<file path="src/hdl/ldqPkg.sv">
// load-queue field widths; line address 12 bits, tags 6 bits, one thread bit with no typedef
package ldqPkg;

  // line address of an even or odd line
  localparam int LINE_ADDR_WIDTH = 12;
  typedef logic [LINE_ADDR_WIDTH-1:0] lineAddrT;

  // 32 banks, low half in [15:0], high half in [31:16]
  localparam int BANK_COUNT = 32;
  localparam int BANK_HALF_WIDTH = BANK_COUNT / 2;
  typedef logic [BANK_COUNT-1:0] bankMaskT;

  // byte mask inside the low bank
  typedef logic [3:0] bankLowT;

  // one flag per half
  typedef logic [3:0] halfSelT;
  localparam int HALF_OH = 3;
  localparam int HALF_EH = 2;
  localparam int HALF_OL = 1;
  localparam int HALF_EL = 0;

  // sequence tag used to retire a load
  localparam int SEQ_TAG_WIDTH = 6;
  typedef logic [SEQ_TAG_WIDTH-1:0] seqTagT;

endpackage

</file>
<file path="src/hdl/ldqIfs.sv">
// load-queue interfaces; all signals are driven by the top or the entry array, no handshake back
`timescale 1ns/1ps

// one new-load port
interface ldqNewIf;
  logic en;
  ldqPkg::lineAddrT addrEven;
  ldqPkg::lineAddrT addrOdd;
  ldqPkg::bankMaskT banks;
  ldqPkg::bankLowT bankLow;
  ldqPkg::halfSelT halfSel;
  ldqPkg::seqTagT tag;
  logic thread;

  modport sink (
    input en, addrEven, addrOdd, banks, bankLow, halfSel, tag, thread
  );

  // occupancy only needs to know who asks
  modport monitor (
    input en, thread
  );
endinterface

// store-check port
interface ldqCheckIf;
  logic en;
  ldqPkg::lineAddrT addrEven;
  ldqPkg::lineAddrT addrOdd;
  ldqPkg::bankMaskT banks;
  ldqPkg::bankLowT bankLow;
  ldqPkg::halfSelT halfSel;

  modport sink (
    input en, addrEven, addrOdd, banks, bankLow, halfSel
  );
endinterface

// registered retire result
interface ldqRetireIf;
  logic valid;
  logic hit;
  logic confl;
  logic thread;

  modport source (
    output valid, hit, confl, thread
  );

  modport monitor (
    input valid, hit, thread
  );
endinterface

</file>
<file path="src/hdl/ldqConflictMatch.sv">
// purely combinational; the caller qualifies the result with its own enables and busy state
`timescale 1ns/1ps

module ldqConflictMatch (
  input  ldqPkg::halfSelT  entryHalf,
  input  ldqPkg::halfSelT  checkHalf,
  input  ldqPkg::lineAddrT entryAddrEven,
  input  ldqPkg::lineAddrT entryAddrOdd,
  input  ldqPkg::lineAddrT checkAddrEven,
  input  ldqPkg::lineAddrT checkAddrOdd,
  input  ldqPkg::bankMaskT entryBanks,
  input  ldqPkg::bankMaskT checkBanks,
  input  ldqPkg::bankLowT  entryBankLow,
  input  ldqPkg::bankLowT  checkBankLow,
  output logic             conflict
);

  localparam int HW = ldqPkg::BANK_HALF_WIDTH;

  logic evenMatch;
  logic oddMatch;
  logic lowOverlap;
  logic highOverlap;
  logic byteOverlap;
  ldqPkg::halfSelT halfHit;

  assign evenMatch = entryAddrEven == checkAddrEven;
  assign oddMatch = entryAddrOdd == checkAddrOdd;
  assign lowOverlap = |(entryBanks[HW-1:0] & checkBanks[HW-1:0]);
  assign highOverlap = |(entryBanks[2*HW-1:HW] & checkBanks[2*HW-1:HW]);
  assign byteOverlap = |(entryBankLow & checkBankLow);

  // a half counts only if both sides use it
  assign halfHit[ldqPkg::HALF_OH] = entryHalf[ldqPkg::HALF_OH] & checkHalf[ldqPkg::HALF_OH] &
                                    oddMatch & highOverlap;
  assign halfHit[ldqPkg::HALF_EH] = entryHalf[ldqPkg::HALF_EH] & checkHalf[ldqPkg::HALF_EH] &
                                    evenMatch & highOverlap;
  assign halfHit[ldqPkg::HALF_OL] = entryHalf[ldqPkg::HALF_OL] & checkHalf[ldqPkg::HALF_OL] &
                                    oddMatch & lowOverlap;
  assign halfHit[ldqPkg::HALF_EL] = entryHalf[ldqPkg::HALF_EL] & checkHalf[ldqPkg::HALF_EL] &
                                    evenMatch & lowOverlap;

  assign conflict = (|halfHit) & byteOverlap;

endmodule

</file>
<file path="src/hdl/ldqEntry.sv">
// one queue slot; write must only hit a free slot, the array guarantees this
`timescale 1ns/1ps

module ldqEntry (
  input  logic           clk,
  input  logic           rst,
  ldqNewIf.sink          load,
  ldqCheckIf.sink        check,
  input  logic           write,
  input  logic           writeConfl,
  input  logic           flushEn,
  input  logic           flushThread,
  input  logic           retireEn,
  input  ldqPkg::seqTagT retireTag,
  output logic           busy,
  output logic           retireHit,
  output logic           conflState,
  output logic           thread
);

  ldqPkg::lineAddrT addrEven;
  ldqPkg::lineAddrT addrOdd;
  ldqPkg::bankMaskT banks;
  ldqPkg::bankLowT bankLow;
  ldqPkg::halfSelT halfSel;
  ldqPkg::seqTagT tag;
  logic confl;
  logic rawMatch;
  logic checkHit;
  logic store;

  ldqConflictMatch matchInst (
    .entryHalf(halfSel),
    .checkHalf(check.halfSel),
    .entryAddrEven(addrEven),
    .entryAddrOdd(addrOdd),
    .checkAddrEven(check.addrEven),
    .checkAddrOdd(check.addrOdd),
    .entryBanks(banks),
    .checkBanks(check.banks),
    .entryBankLow(bankLow),
    .checkBankLow(check.bankLow),
    .conflict(rawMatch)
  );

  assign store = write & load.en;
  assign checkHit = busy & check.en & rawMatch;
  assign retireHit = busy && (tag == retireTag);
  assign conflState = confl | checkHit;

  always_ff @(posedge clk) begin
    if (rst) begin
      busy <= 1'b0;
      confl <= 1'b0;
    end else if (store) begin
      busy <= 1'b1;
      confl <= writeConfl;
    end else if (flushEn && flushThread == thread) begin
      // flush beats a retire of the same slot
      busy <= 1'b0;
    end else if (retireEn && retireHit) begin
      busy <= 1'b0;
    end else if (checkHit) begin
      confl <= 1'b1;
    end
  end

  // load payload
  always_ff @(posedge clk) begin
    if (store) begin
      addrEven <= load.addrEven;
      addrOdd <= load.addrOdd;
      banks <= load.banks;
      bankLow <= load.bankLow;
      halfSel <= load.halfSel;
      tag <= load.tag;
      thread <= load.thread;
    end
  end

endmodule

</file>
<file path="src/hdl/ldqEntryArray.sv">
// needs two free slots whenever both accepts are high; the occupancy stall level ensures it
`timescale 1ns/1ps

module ldqEntryArray #(
  parameter int ENTRY_COUNT = 8
) (
  input  logic           clk,
  input  logic           rst,
  ldqNewIf.sink          newPort0,
  ldqNewIf.sink          newPort1,
  ldqCheckIf.sink        check,
  input  logic           accept0,
  input  logic           accept1,
  input  logic           flushEn,
  input  logic           flushThread,
  input  logic           retireEn,
  input  ldqPkg::seqTagT retireTag,
  ldqRetireIf.source     result
);

  logic [ENTRY_COUNT-1:0] busyVec;
  logic [ENTRY_COUNT-1:0] lowSel;
  logic [ENTRY_COUNT-1:0] highSel;
  logic [ENTRY_COUNT-1:0] wr0;
  logic [ENTRY_COUNT-1:0] wr1;
  logic [ENTRY_COUNT-1:0] entHit;
  logic [ENTRY_COUNT-1:0] entConfl;
  logic [ENTRY_COUNT-1:0] entThread;
  logic [ENTRY_COUNT-1:0] hitVec;
  logic newMatch0;
  logic newMatch1;
  logic newConfl0;
  logic newConfl1;

  // lowest free slot for port 0
  always_comb begin
    lowSel = '0;
    for (int i = ENTRY_COUNT - 1; i >= 0; i--) begin
      if (!busyVec[i]) begin
        lowSel = '0;
        lowSel[i] = 1'b1;
      end
    end
  end

  // highest free slot for port 1
  always_comb begin
    highSel = '0;
    for (int i = 0; i < ENTRY_COUNT; i++) begin
      if (!busyVec[i]) begin
        highSel = '0;
        highSel[i] = 1'b1;
      end
    end
  end

  assign wr0 = lowSel & {ENTRY_COUNT{accept0}};
  assign wr1 = highSel & {ENTRY_COUNT{accept1}};

  // store arriving together with the new loads
  ldqConflictMatch newMatchInst0 (
    .entryHalf(newPort0.halfSel),
    .checkHalf(check.halfSel),
    .entryAddrEven(newPort0.addrEven),
    .entryAddrOdd(newPort0.addrOdd),
    .checkAddrEven(check.addrEven),
    .checkAddrOdd(check.addrOdd),
    .entryBanks(newPort0.banks),
    .checkBanks(check.banks),
    .entryBankLow(newPort0.bankLow),
    .checkBankLow(check.bankLow),
    .conflict(newMatch0)
  );

  ldqConflictMatch newMatchInst1 (
    .entryHalf(newPort1.halfSel),
    .checkHalf(check.halfSel),
    .entryAddrEven(newPort1.addrEven),
    .entryAddrOdd(newPort1.addrOdd),
    .checkAddrEven(check.addrEven),
    .checkAddrOdd(check.addrOdd),
    .entryBanks(newPort1.banks),
    .checkBanks(check.banks),
    .entryBankLow(newPort1.bankLow),
    .checkBankLow(check.bankLow),
    .conflict(newMatch1)
  );

  assign newConfl0 = check.en & newMatch0;
  assign newConfl1 = check.en & newMatch1;

  for (genvar i = 0; i < ENTRY_COUNT; i++) begin : entryGen
    ldqNewIf entryLoad ();

    // port 1 owns the slot only when it writes there
    assign entryLoad.en = wr1[i] ? newPort1.en : newPort0.en;
    assign entryLoad.addrEven = wr1[i] ? newPort1.addrEven : newPort0.addrEven;
    assign entryLoad.addrOdd = wr1[i] ? newPort1.addrOdd : newPort0.addrOdd;
    assign entryLoad.banks = wr1[i] ? newPort1.banks : newPort0.banks;
    assign entryLoad.bankLow = wr1[i] ? newPort1.bankLow : newPort0.bankLow;
    assign entryLoad.halfSel = wr1[i] ? newPort1.halfSel : newPort0.halfSel;
    assign entryLoad.tag = wr1[i] ? newPort1.tag : newPort0.tag;
    assign entryLoad.thread = wr1[i] ? newPort1.thread : newPort0.thread;

    ldqEntry entryInst (
      .clk(clk),
      .rst(rst),
      .load(entryLoad),
      .check(check),
      .write(wr0[i] | wr1[i]),
      .writeConfl(wr1[i] ? newConfl1 : newConfl0),
      .flushEn(flushEn),
      .flushThread(flushThread),
      .retireEn(retireEn),
      .retireTag(retireTag),
      .busy(busyVec[i]),
      .retireHit(entHit[i]),
      .conflState(entConfl[i]),
      .thread(entThread[i])
    );

    // flushed slot reports a miss
    assign hitVec[i] = retireEn & entHit[i] & ~(flushEn & (entThread[i] == flushThread));
  end

  always_ff @(posedge clk) begin
    if (rst) begin
      result.valid <= 1'b0;
      result.hit <= 1'b0;
      result.confl <= 1'b0;
      result.thread <= 1'b0;
    end else begin
      result.valid <= retireEn;
      result.hit <= |hitVec;
      result.confl <= |(hitVec & entConfl);
      result.thread <= |(hitVec & entThread);
    end
  end

endmodule

</file>
<file path="src/hdl/ldqOccupancy.sv">
// counts lag a retire by one cycle, so they never undercount the occupied slots
`timescale 1ns/1ps

module ldqOccupancy #(
  parameter int ENTRY_COUNT = 8
) (
  input  logic        clk,
  input  logic        rst,
  ldqNewIf.monitor    newPort0,
  ldqNewIf.monitor    newPort1,
  input  logic        flushEn,
  input  logic        flushThread,
  ldqRetireIf.monitor result,
  output logic        accept0,
  output logic        accept1,
  output logic        doStall
);

  localparam int CNT_WIDTH = $clog2(ENTRY_COUNT + 1);
  localparam int STALL_LEVEL = ENTRY_COUNT - 1;

  typedef logic [CNT_WIDTH-1:0] countT;

  countT count [2];
  countT countNext [2];
  logic [CNT_WIDTH:0] total;

  assign total = count[0] + count[1];
  assign doStall = total >= STALL_LEVEL[CNT_WIDTH:0];

  // a flushing thread cannot allocate
  assign accept0 = newPort0.en & ~doStall & ~(flushEn & (newPort0.thread == flushThread));
  assign accept1 = newPort1.en & ~doStall & ~(flushEn & (newPort1.thread == flushThread));

  always_comb begin
    for (int t = 0; t < 2; t++) begin
      countNext[t] = count[t];
      if (accept0 && newPort0.thread == t[0]) begin
        countNext[t] = countNext[t] + 1'b1;
      end
      if (accept1 && newPort1.thread == t[0]) begin
        countNext[t] = countNext[t] + 1'b1;
      end
      if (result.valid && result.hit && result.thread == t[0]) begin
        countNext[t] = countNext[t] - 1'b1;
      end
      // flush overrides everything else this cycle
      if (flushEn && flushThread == t[0]) begin
        countNext[t] = '0;
      end
    end
  end

  always_ff @(posedge clk) begin
    if (rst) begin
      count[0] <= '0;
      count[1] <= '0;
    end else begin
      count[0] <= countNext[0];
      count[1] <= countNext[1];
    end
  end

endmodule

</file>
<file path="src/hdl/loadQueue.sv">
// two-thread load queue; ENTRY_COUNT must be 4 or more, retire result arrives one cycle late
`timescale 1ns/1ps

module loadQueue #(
  parameter int ENTRY_COUNT = 8
) (
  input  logic             clk,
  input  logic             rst,
  input  logic             new0En,
  input  ldqPkg::lineAddrT new0AddrEven,
  input  ldqPkg::lineAddrT new0AddrOdd,
  input  ldqPkg::bankMaskT new0Banks,
  input  ldqPkg::bankLowT  new0BankLow,
  input  ldqPkg::halfSelT  new0HalfSel,
  input  ldqPkg::seqTagT   new0Tag,
  input  logic             new0Thread,
  input  logic             new1En,
  input  ldqPkg::lineAddrT new1AddrEven,
  input  ldqPkg::lineAddrT new1AddrOdd,
  input  ldqPkg::bankMaskT new1Banks,
  input  ldqPkg::bankLowT  new1BankLow,
  input  ldqPkg::halfSelT  new1HalfSel,
  input  ldqPkg::seqTagT   new1Tag,
  input  logic             new1Thread,
  input  logic             chkEn,
  input  ldqPkg::lineAddrT chkAddrEven,
  input  ldqPkg::lineAddrT chkAddrOdd,
  input  ldqPkg::bankMaskT chkBanks,
  input  ldqPkg::bankLowT  chkBankLow,
  input  ldqPkg::halfSelT  chkHalfSel,
  input  logic             flushEn,
  input  logic             flushThread,
  input  logic             retireEn,
  input  ldqPkg::seqTagT   retireTag,
  output logic             retireValid,
  output logic             retireHit,
  output logic             retireConfl,
  output logic             retireThread,
  output logic             doStall
);

  ldqNewIf newPort0 ();
  ldqNewIf newPort1 ();
  ldqCheckIf check ();
  ldqRetireIf result ();

  logic accept0;
  logic accept1;

  assign newPort0.en = new0En;
  assign newPort0.addrEven = new0AddrEven;
  assign newPort0.addrOdd = new0AddrOdd;
  assign newPort0.banks = new0Banks;
  assign newPort0.bankLow = new0BankLow;
  assign newPort0.halfSel = new0HalfSel;
  assign newPort0.tag = new0Tag;
  assign newPort0.thread = new0Thread;

  assign newPort1.en = new1En;
  assign newPort1.addrEven = new1AddrEven;
  assign newPort1.addrOdd = new1AddrOdd;
  assign newPort1.banks = new1Banks;
  assign newPort1.bankLow = new1BankLow;
  assign newPort1.halfSel = new1HalfSel;
  assign newPort1.tag = new1Tag;
  assign newPort1.thread = new1Thread;

  assign check.en = chkEn;
  assign check.addrEven = chkAddrEven;
  assign check.addrOdd = chkAddrOdd;
  assign check.banks = chkBanks;
  assign check.bankLow = chkBankLow;
  assign check.halfSel = chkHalfSel;

  assign retireValid = result.valid;
  assign retireHit = result.hit;
  assign retireConfl = result.confl;
  assign retireThread = result.thread;

  ldqEntryArray #(
    .ENTRY_COUNT(ENTRY_COUNT)
  ) arrayInst (
    .clk(clk),
    .rst(rst),
    .newPort0(newPort0),
    .newPort1(newPort1),
    .check(check),
    .accept0(accept0),
    .accept1(accept1),
    .flushEn(flushEn),
    .flushThread(flushThread),
    .retireEn(retireEn),
    .retireTag(retireTag),
    .result(result)
  );

  // decides acceptance for both ports
  ldqOccupancy #(
    .ENTRY_COUNT(ENTRY_COUNT)
  ) occupancyInst (
    .clk(clk),
    .rst(rst),
    .newPort0(newPort0),
    .newPort1(newPort1),
    .flushEn(flushEn),
    .flushThread(flushThread),
    .result(result),
    .accept0(accept0),
    .accept1(accept1),
    .doStall(doStall)
  );

endmodule

</file>
<file path="config.mk">
export PLATFORM = sky130hd
export DESIGN_NAME = loadQueue
export DESIGN_NICKNAME = d
export VERILOG_FILES = /design/src/hdl/ldqPkg.sv /design/src/hdl/ldqIfs.sv /design/src/hdl/ldqConflictMatch.sv /design/src/hdl/ldqEntry.sv /design/src/hdl/ldqEntryArray.sv /design/src/hdl/ldqOccupancy.sv /design/src/hdl/loadQueue.sv
export SDC_FILE = /design/constraint.sdc
export NUM_CORES = 1
export LEC_CHECK = 0
export BUFFER_PORTS_ARGS = -buffer_cell sky130_fd_sc_hd__buf_2
export CAP_MARGIN = 20
export CORE_ASPECT_RATIO = 0.9
export CORE_MARGIN = 2
export CORE_UTILIZATION = 61
export DETAILED_ROUTE_END_ITERATION = 12
export GPL_ROUTABILITY_DRIVEN = 0
export GPL_TIMING_DRIVEN = 1
export PLACE_DENSITY = 0.8
export SYNTH_ARGS = -nofsm -noshare
export SYNTH_HDL_FRONTEND = slang
export SYNTH_SLANG_ARGS = --single-unit
</file>
<file path="constraint.sdc">
create_clock -name clk -period 9.5 [get_ports clk]
set_clock_uncertainty 0.1 [all_clocks]
set_input_delay 1.425 -clock clk [delete_from_list [all_inputs] [get_ports clk]]
set_output_delay 1.425 -clock clk [all_outputs]
set_load 0.005 [all_outputs]
</file>
Yosys cells after proc, flatten, opt, wreduce, memory -nomap -nowiden. Memories as Yosys holds them, arrays and structs flattened. Index checks and enable logic that the tools add are counted.

Bitwise operators: 253. Reduce and logical (&&, ||, !) cells: 100. $add $sub $neg: 7. Multiplexer cells: 157. Equality and inequality tests: 62. Order comparisons: 1.

Operators by type and width (count): $and 16x16->16 (20); $reduce_or 16->1 (20); $mux 32 (8); $eq 12x12->1 (20); $mux 12 (16); $and 1x1->1 (186); $mux 4 (27); $mux 1 (84); $reduce_or 4->1 (20); $mux 8 (9); $mux 6 (9); $eq 6x6->1 (8); $and 4x4->4 (10); $logic_and 1x1->1 (33); $and 8x8->8 (4); $ne 2x2->1 const B (16); $reduce_and 3->1 (8); $reduce_bool 3->1 (8); $reduce_or 8->1 (3); $eq 1x1->1 (18); $or 1x1->1 (18); $add 4x1->4 const B (4); $reduce_bool 2->1 (8); $not 1->1 (15); 7 further kinds (8).

RAM bits: 8. Memories kept: 1. Register bits after elaboration: 588. Word-level logic and storage cells: 657.

Memories: occupancyInst.count (words 2, width 4, read ports 2, clocked after memory_dff 0, wr ports 2, RTL line ldqOccupancy.sv:24) `countT count [2];`.

Depth between registers and ports, before layout. An unclocked memory read counts as a cell.

Word-level depth: 14. Gate-level depth with buffers: 14. Mapped depth without buffers: 14.

Cells and area by module. From an unflattened synthesis, not the netlist that was laid out.

Cells, all modules: 2284. Area total of the unflattened synthesis: 32030.7 µm².

By module, submodules not included: ldqEntry (area an instance 2328.5 µm², cells an instance 100, sequential area each 2172.1 µm², times used 8); ldqEntryArray (area an instance 7646.1 µm², cells an instance 738, sequential area each 80.1 µm², times used 1); ldqConflictMatch (area an instance 471.7 µm², cells an instance 62, sequential area each 0.0 µm², times used 10); ldqOccupancy (area an instance 1039.7 µm², cells an instance 126, sequential area each 160.2 µm², times used 1).

Worst setup path before layout. OpenSTA, ideal clock, no wires.

Path kind: in2reg. From: input port new0Thread. To: register arrayInst.entryGen[1].entryInst.confl. Arrival time: 7.733 ns. Stages: 8. Path slack: 1.539 ns. Required time: 9.272 ns. Path through: clkbuf_1 -> xnor2_1 -> nand2_1 -> nand4_1 -> o21ai_0 -> nor3_1 -> nor3_1 -> nor2_1.

Longest elaborated chain between the ends: 9. Elaborated cells on any way between the ends: 12.

Ends and longest elaborated chain: from (decl) (RTL line loadQueue.sv:16) `input logic new0Thread,`; $eq 1x1->1 (*) (RTL line ldqOccupancy.sv:32) `assign accept0 = newPort0.en & ~doStall & ~(flushEn & (newPort0.thread == flushThread));`; $and 1x1->1 (*) (RTL line ldqOccupancy.sv:32); $not 1->1 (*) (RTL line ldqOccupancy.sv:32); $and 1x1->1 (*) (RTL line ldqOccupancy.sv:32); $and 8x8->8 (*) (RTL line ldqEntryArray.sv:57) `assign wr0 = lowSel & {ENTRY_COUNT{accept0}};`; $or 1x1->1 (*) (RTL line ldqEntryArray.sv:110) `.write(wr0[i] | wr1[i]),`; $and 1x1->1 (*) (RTL line ldqEntry.sv:46) `assign store = write & load.en;`; named net arrayInst.entryGen[1].entryInst.store (RTL line ldqEntry.sv:30) `logic store;`; $ne 2x2->1 (no line) / $reduce_bool 2->1 (equally long branches); $reduce_and 3->1 (no line); to (signal assigned) (RTL line ldqEntry.sv:57) `confl <= writeConfl;`; to (decl) (RTL line ldqEntry.sv:27) `logic confl;`.

Mark *: on every way through the listed nets, which the timed path passes. The rest lies on a longest branch. A chain may end at the register's enable or synchronous reset.

==> summary.txt <==
status = finished, final reports clean
Post-DP Area = 33250 um2
hold endpoint = arrayInst.entryGen[7].entryInst.confl
LEAKAGE = 12.25 nW
Vias = 22700
total negative slack = 0 ns
first-pass GRT wire length = 139.9 mm
antenna violations before repair = 10
largest net degree at the start of global routing = 75
total gr overflow = 0
worst hold-check path type = reg -> reg
hold buffers post-CTS = 0
sequential share of power = 51.0%
Critical Path Source Type = flip-flop
Rows = 79
Num CTS Buffers = 60
Ports = 225
Worst EP arrival = 4.99 ns
final slew viol count = 0
DRC errors left = 0
width of the die = 245.7 um
H-tree Lvls = 2
total wire length = 94.39 mm
Post-CTS Setup Inserts = 0
Mapped Nets = 2734
initial core utilization = 61.90%
Synth cell types = 61
post-synthesis sequential area ratio = 54.95%
Final setup viols = 0
DRT antenna net count = 0
Clock Latency Late Sink = 0.65 ns
WL/cell = 28.49 um
EDFF count, synth = 568
CTS clock-pin slew for the worst setup and hold paths = 0.07 ns
RSZ-0062 raised after global routing = false
TritonCTS clock tree = built
clock share of power = 37.9%
die height = 221.5 um
Worst VDD drop = 0.1990 mV
layout cells sized above 1 = 29.59%
fillers = 3643
Area Growth Syn to Fin = 9.690%
Avg Cell Area, Syn = 12.80 um2
FF-to-FF End = arrayInst.entryGen[2].entryInst.banks[20]
predominant post-synthesis flop cell = edfxtp_1
CTS sink cnt = 596
Final Cycle Share = 50.37%
YS warnings = 0
Final min period = 4.785 ns
beginning of the worst hold path = arrayInst.entryGen[7].entryInst.confl
sw frac = 24.81%
Slew @ Worst Pin = 1.157 ns
Comb pwr share = 11.0%
crit-path max cell delay = 0.84 ns
Vias/cell = 6.852
hold path cells = 3
root buf cell = clkbuf_16
Worst R2R Path Depth = 11
#FFs+latches synth = 596
worst r2r src = occupancyInst.count[0][4]
most frequent cells in the layout = edfxtp_1, mux2_2, nand2_1
cell at the slowest stage of the critical path = buf_4
Final #Nets = 2799
FF-to-FF setup slack = 4.71 ns
fraction of registers with async set/reset = 0%
Cell Area, Synth = 32060 um2
post-detail-place hpwl = 59.97 mm
post-CTS sizing = 0
number of global-route vias before repair = 22440
most common library cell in the layout ignoring fill and taps = edfxtp_1
Max Freq = 209.0 MHz
Pint = 4.430 mW
pwr dens = 167.5 nW/um2
final instance area = 35170 um2
Sw Pwr = 1.462 mW
Crit Path Class = reg -> reg
Max Cap Viol = 0
Iter 0 DRT Violations = 3246
Max FO, Critical Path = 74
relative max-transition margin = 22.86%
worst-path cell chain = ha_1 -> fa_1 -> nand2_1 -> o21a_1 -> o2111ai_2 -> nor2_1 -> nand3_1 -> nor2_4 -> buf_4 -> or2_4 -> buf_16
CP Data Required Time = 9.70 ns
Syn Inst Count = 2505
Hold Fails Final Rpt = 0
first drt pass iteration count = 6
Clock Path Buffers = 3
Buffers on Ports = 224
CORE AREA = 51790 um2
Setup crit end kind = flip-flop
GRT Total Usage = 34.25%
die area = 54410 um2
final core occ = 67.90%
-- cells by family (layout without fill, tap and decap cells) --
group | count (synthesis) | in the layout | synth area share [%]
AOI/OAI and AO/OA | 289 | 289 | 7.032
adders and majority gates | 9 | 9 | 0.3746
buffers and inverters | 252 | 363 | 3.344
DFF | 596 | 596 | 54.95
and+or+nand+nor | 540 | 540 | 8.020
other | 0 | 9 | 0
xor gates and xnor gates | 316 | 316 | 8.632
muxes | 503 | 503 | 17.65
-- how the worst max path moves through the flow --
stage	startpoint	endpoint	slack [ns]	depth (start not counted)
4_1_cts	occupancyInst.count[0][4]	arrayInst.entryGen[2].entryInst.tag[1]	4.45	10
3_3_place_gp	flushThread	arrayInst.entryGen[2].entryInst.addrOdd[2]	3.99	9
5_1_grt	occupancyInst.count[0][4]	arrayInst.entryGen[7].entryInst.confl	4.43	11
6_report	occupancyInst.count[0][4]	arrayInst.entryGen[2].entryInst.banks[20]	4.71	11
2_1_floorplan	new0Thread	arrayInst.entryGen[1].entryInst.confl	1.54	8
3_5_place_dp	flushThread	arrayInst.entryGen[2].entryInst.banks[11]	3.86	9
-- through the flow --
stage               hold WS, ns  total power, mW  worst slack (ns)  instances
finish                   0.5206            5.891             4.715       3313
floorplan                0.4492            3.468             1.539       2505
global placement         0.4793            3.661             3.992       3192
global route             0.5666            6.039             4.432       3311
detailed placement       0.4888            3.687             3.860       3192
CTS                      0.5090            5.872             4.450       3300
-- final cells by class --
| class | instances | area, um2 | share of cell area, % |
|---|---|---|---|
| diodes | 9 | 22.52 | 0.06404 |
| clock buffers | 77 | 1595 | 4.536 |
| clock inverters | 31 | 195.2 | 0.5550 |
| inverters | 11 | 41.29 | 0.1174 |
| multi-input cells | 1657 | 13490 | 38.34 |
| flip-flops and latches | 596 | 17620 | 50.09 |
| well taps | 688 | 860.8 | 2.448 |
| repair buffers | 244 | 1351 | 3.842 |
-- cell usage after synthesis, types with 33 or more instances --
cell      number  area share [%]
edfxtp_1     568              53
mux2_2       428              15
nand2_1      257             3.0
xor2_1       238             6.5
clkbuf_1     143             1.7
xnor2_1       78             2.1
a221oi_1      73             2.0
mux2_1        71             2.5
nor4_1        70             1.4
a22o_1        69             1.9
nand3_1       58            0.91
a22oi_1       50             1.2
nor2_1        47            0.55
buf_2         38            0.59
buf_1         33            0.39
-- per-layer routing --
layer	wire [um]	vias up	GRT usage (%)
met1	34770	11190	46.61
met4	4388	4	13.65
li1	-	9550	-
met3	11850	336	8.146
met5	23	-	0
met2	43350	1625	53.25
-- power groups by stage --
| stage | logic [mW] | registers (mW) | clock network (mW) |
|---|---|---|---|
| 2_1_floorplan | 0.412 | 3.06 | 0 |
| 3_3_place_gp | 0.603 | 3.06 | 0 |
| 3_5_place_dp | 0.624 | 3.06 | 0 |
| 4_1_cts | 0.630 | 3.01 | 2.23 |
| 5_1_grt | 0.686 | 3.01 | 2.34 |
| 6_report | 0.651 | 3.01 | 2.23 |
-- worst max-delay path, delay by kind of cell (launching register included) --
kind | cells | cell delay [ns]
AO/OA/AOI/OAI | 2 | 0.68
AND/OR/NAND/NOR | 5 | 1.23
buffers and inverters | 2 | 1.17
flip-flops | 1 | 0.54
adder cells (fa/ha/maj) | 2 | 0.68
-- sequential cells by signal, summed over array words and instances, names as in the netlist, 32 cells and up --
| signal | cells |
|---|---|
| arrayInst.entryGen.entryInst.addrEven | 96 |
| arrayInst.entryGen.entryInst.addrOdd | 96 |
| arrayInst.entryGen.entryInst.bankLow | 32 |
| arrayInst.entryGen.entryInst.banks | 256 |
| arrayInst.entryGen.entryInst.halfSel | 32 |
| arrayInst.entryGen.entryInst.tag | 48 |
Note: power is estimated with default switching activity, not from simulation.
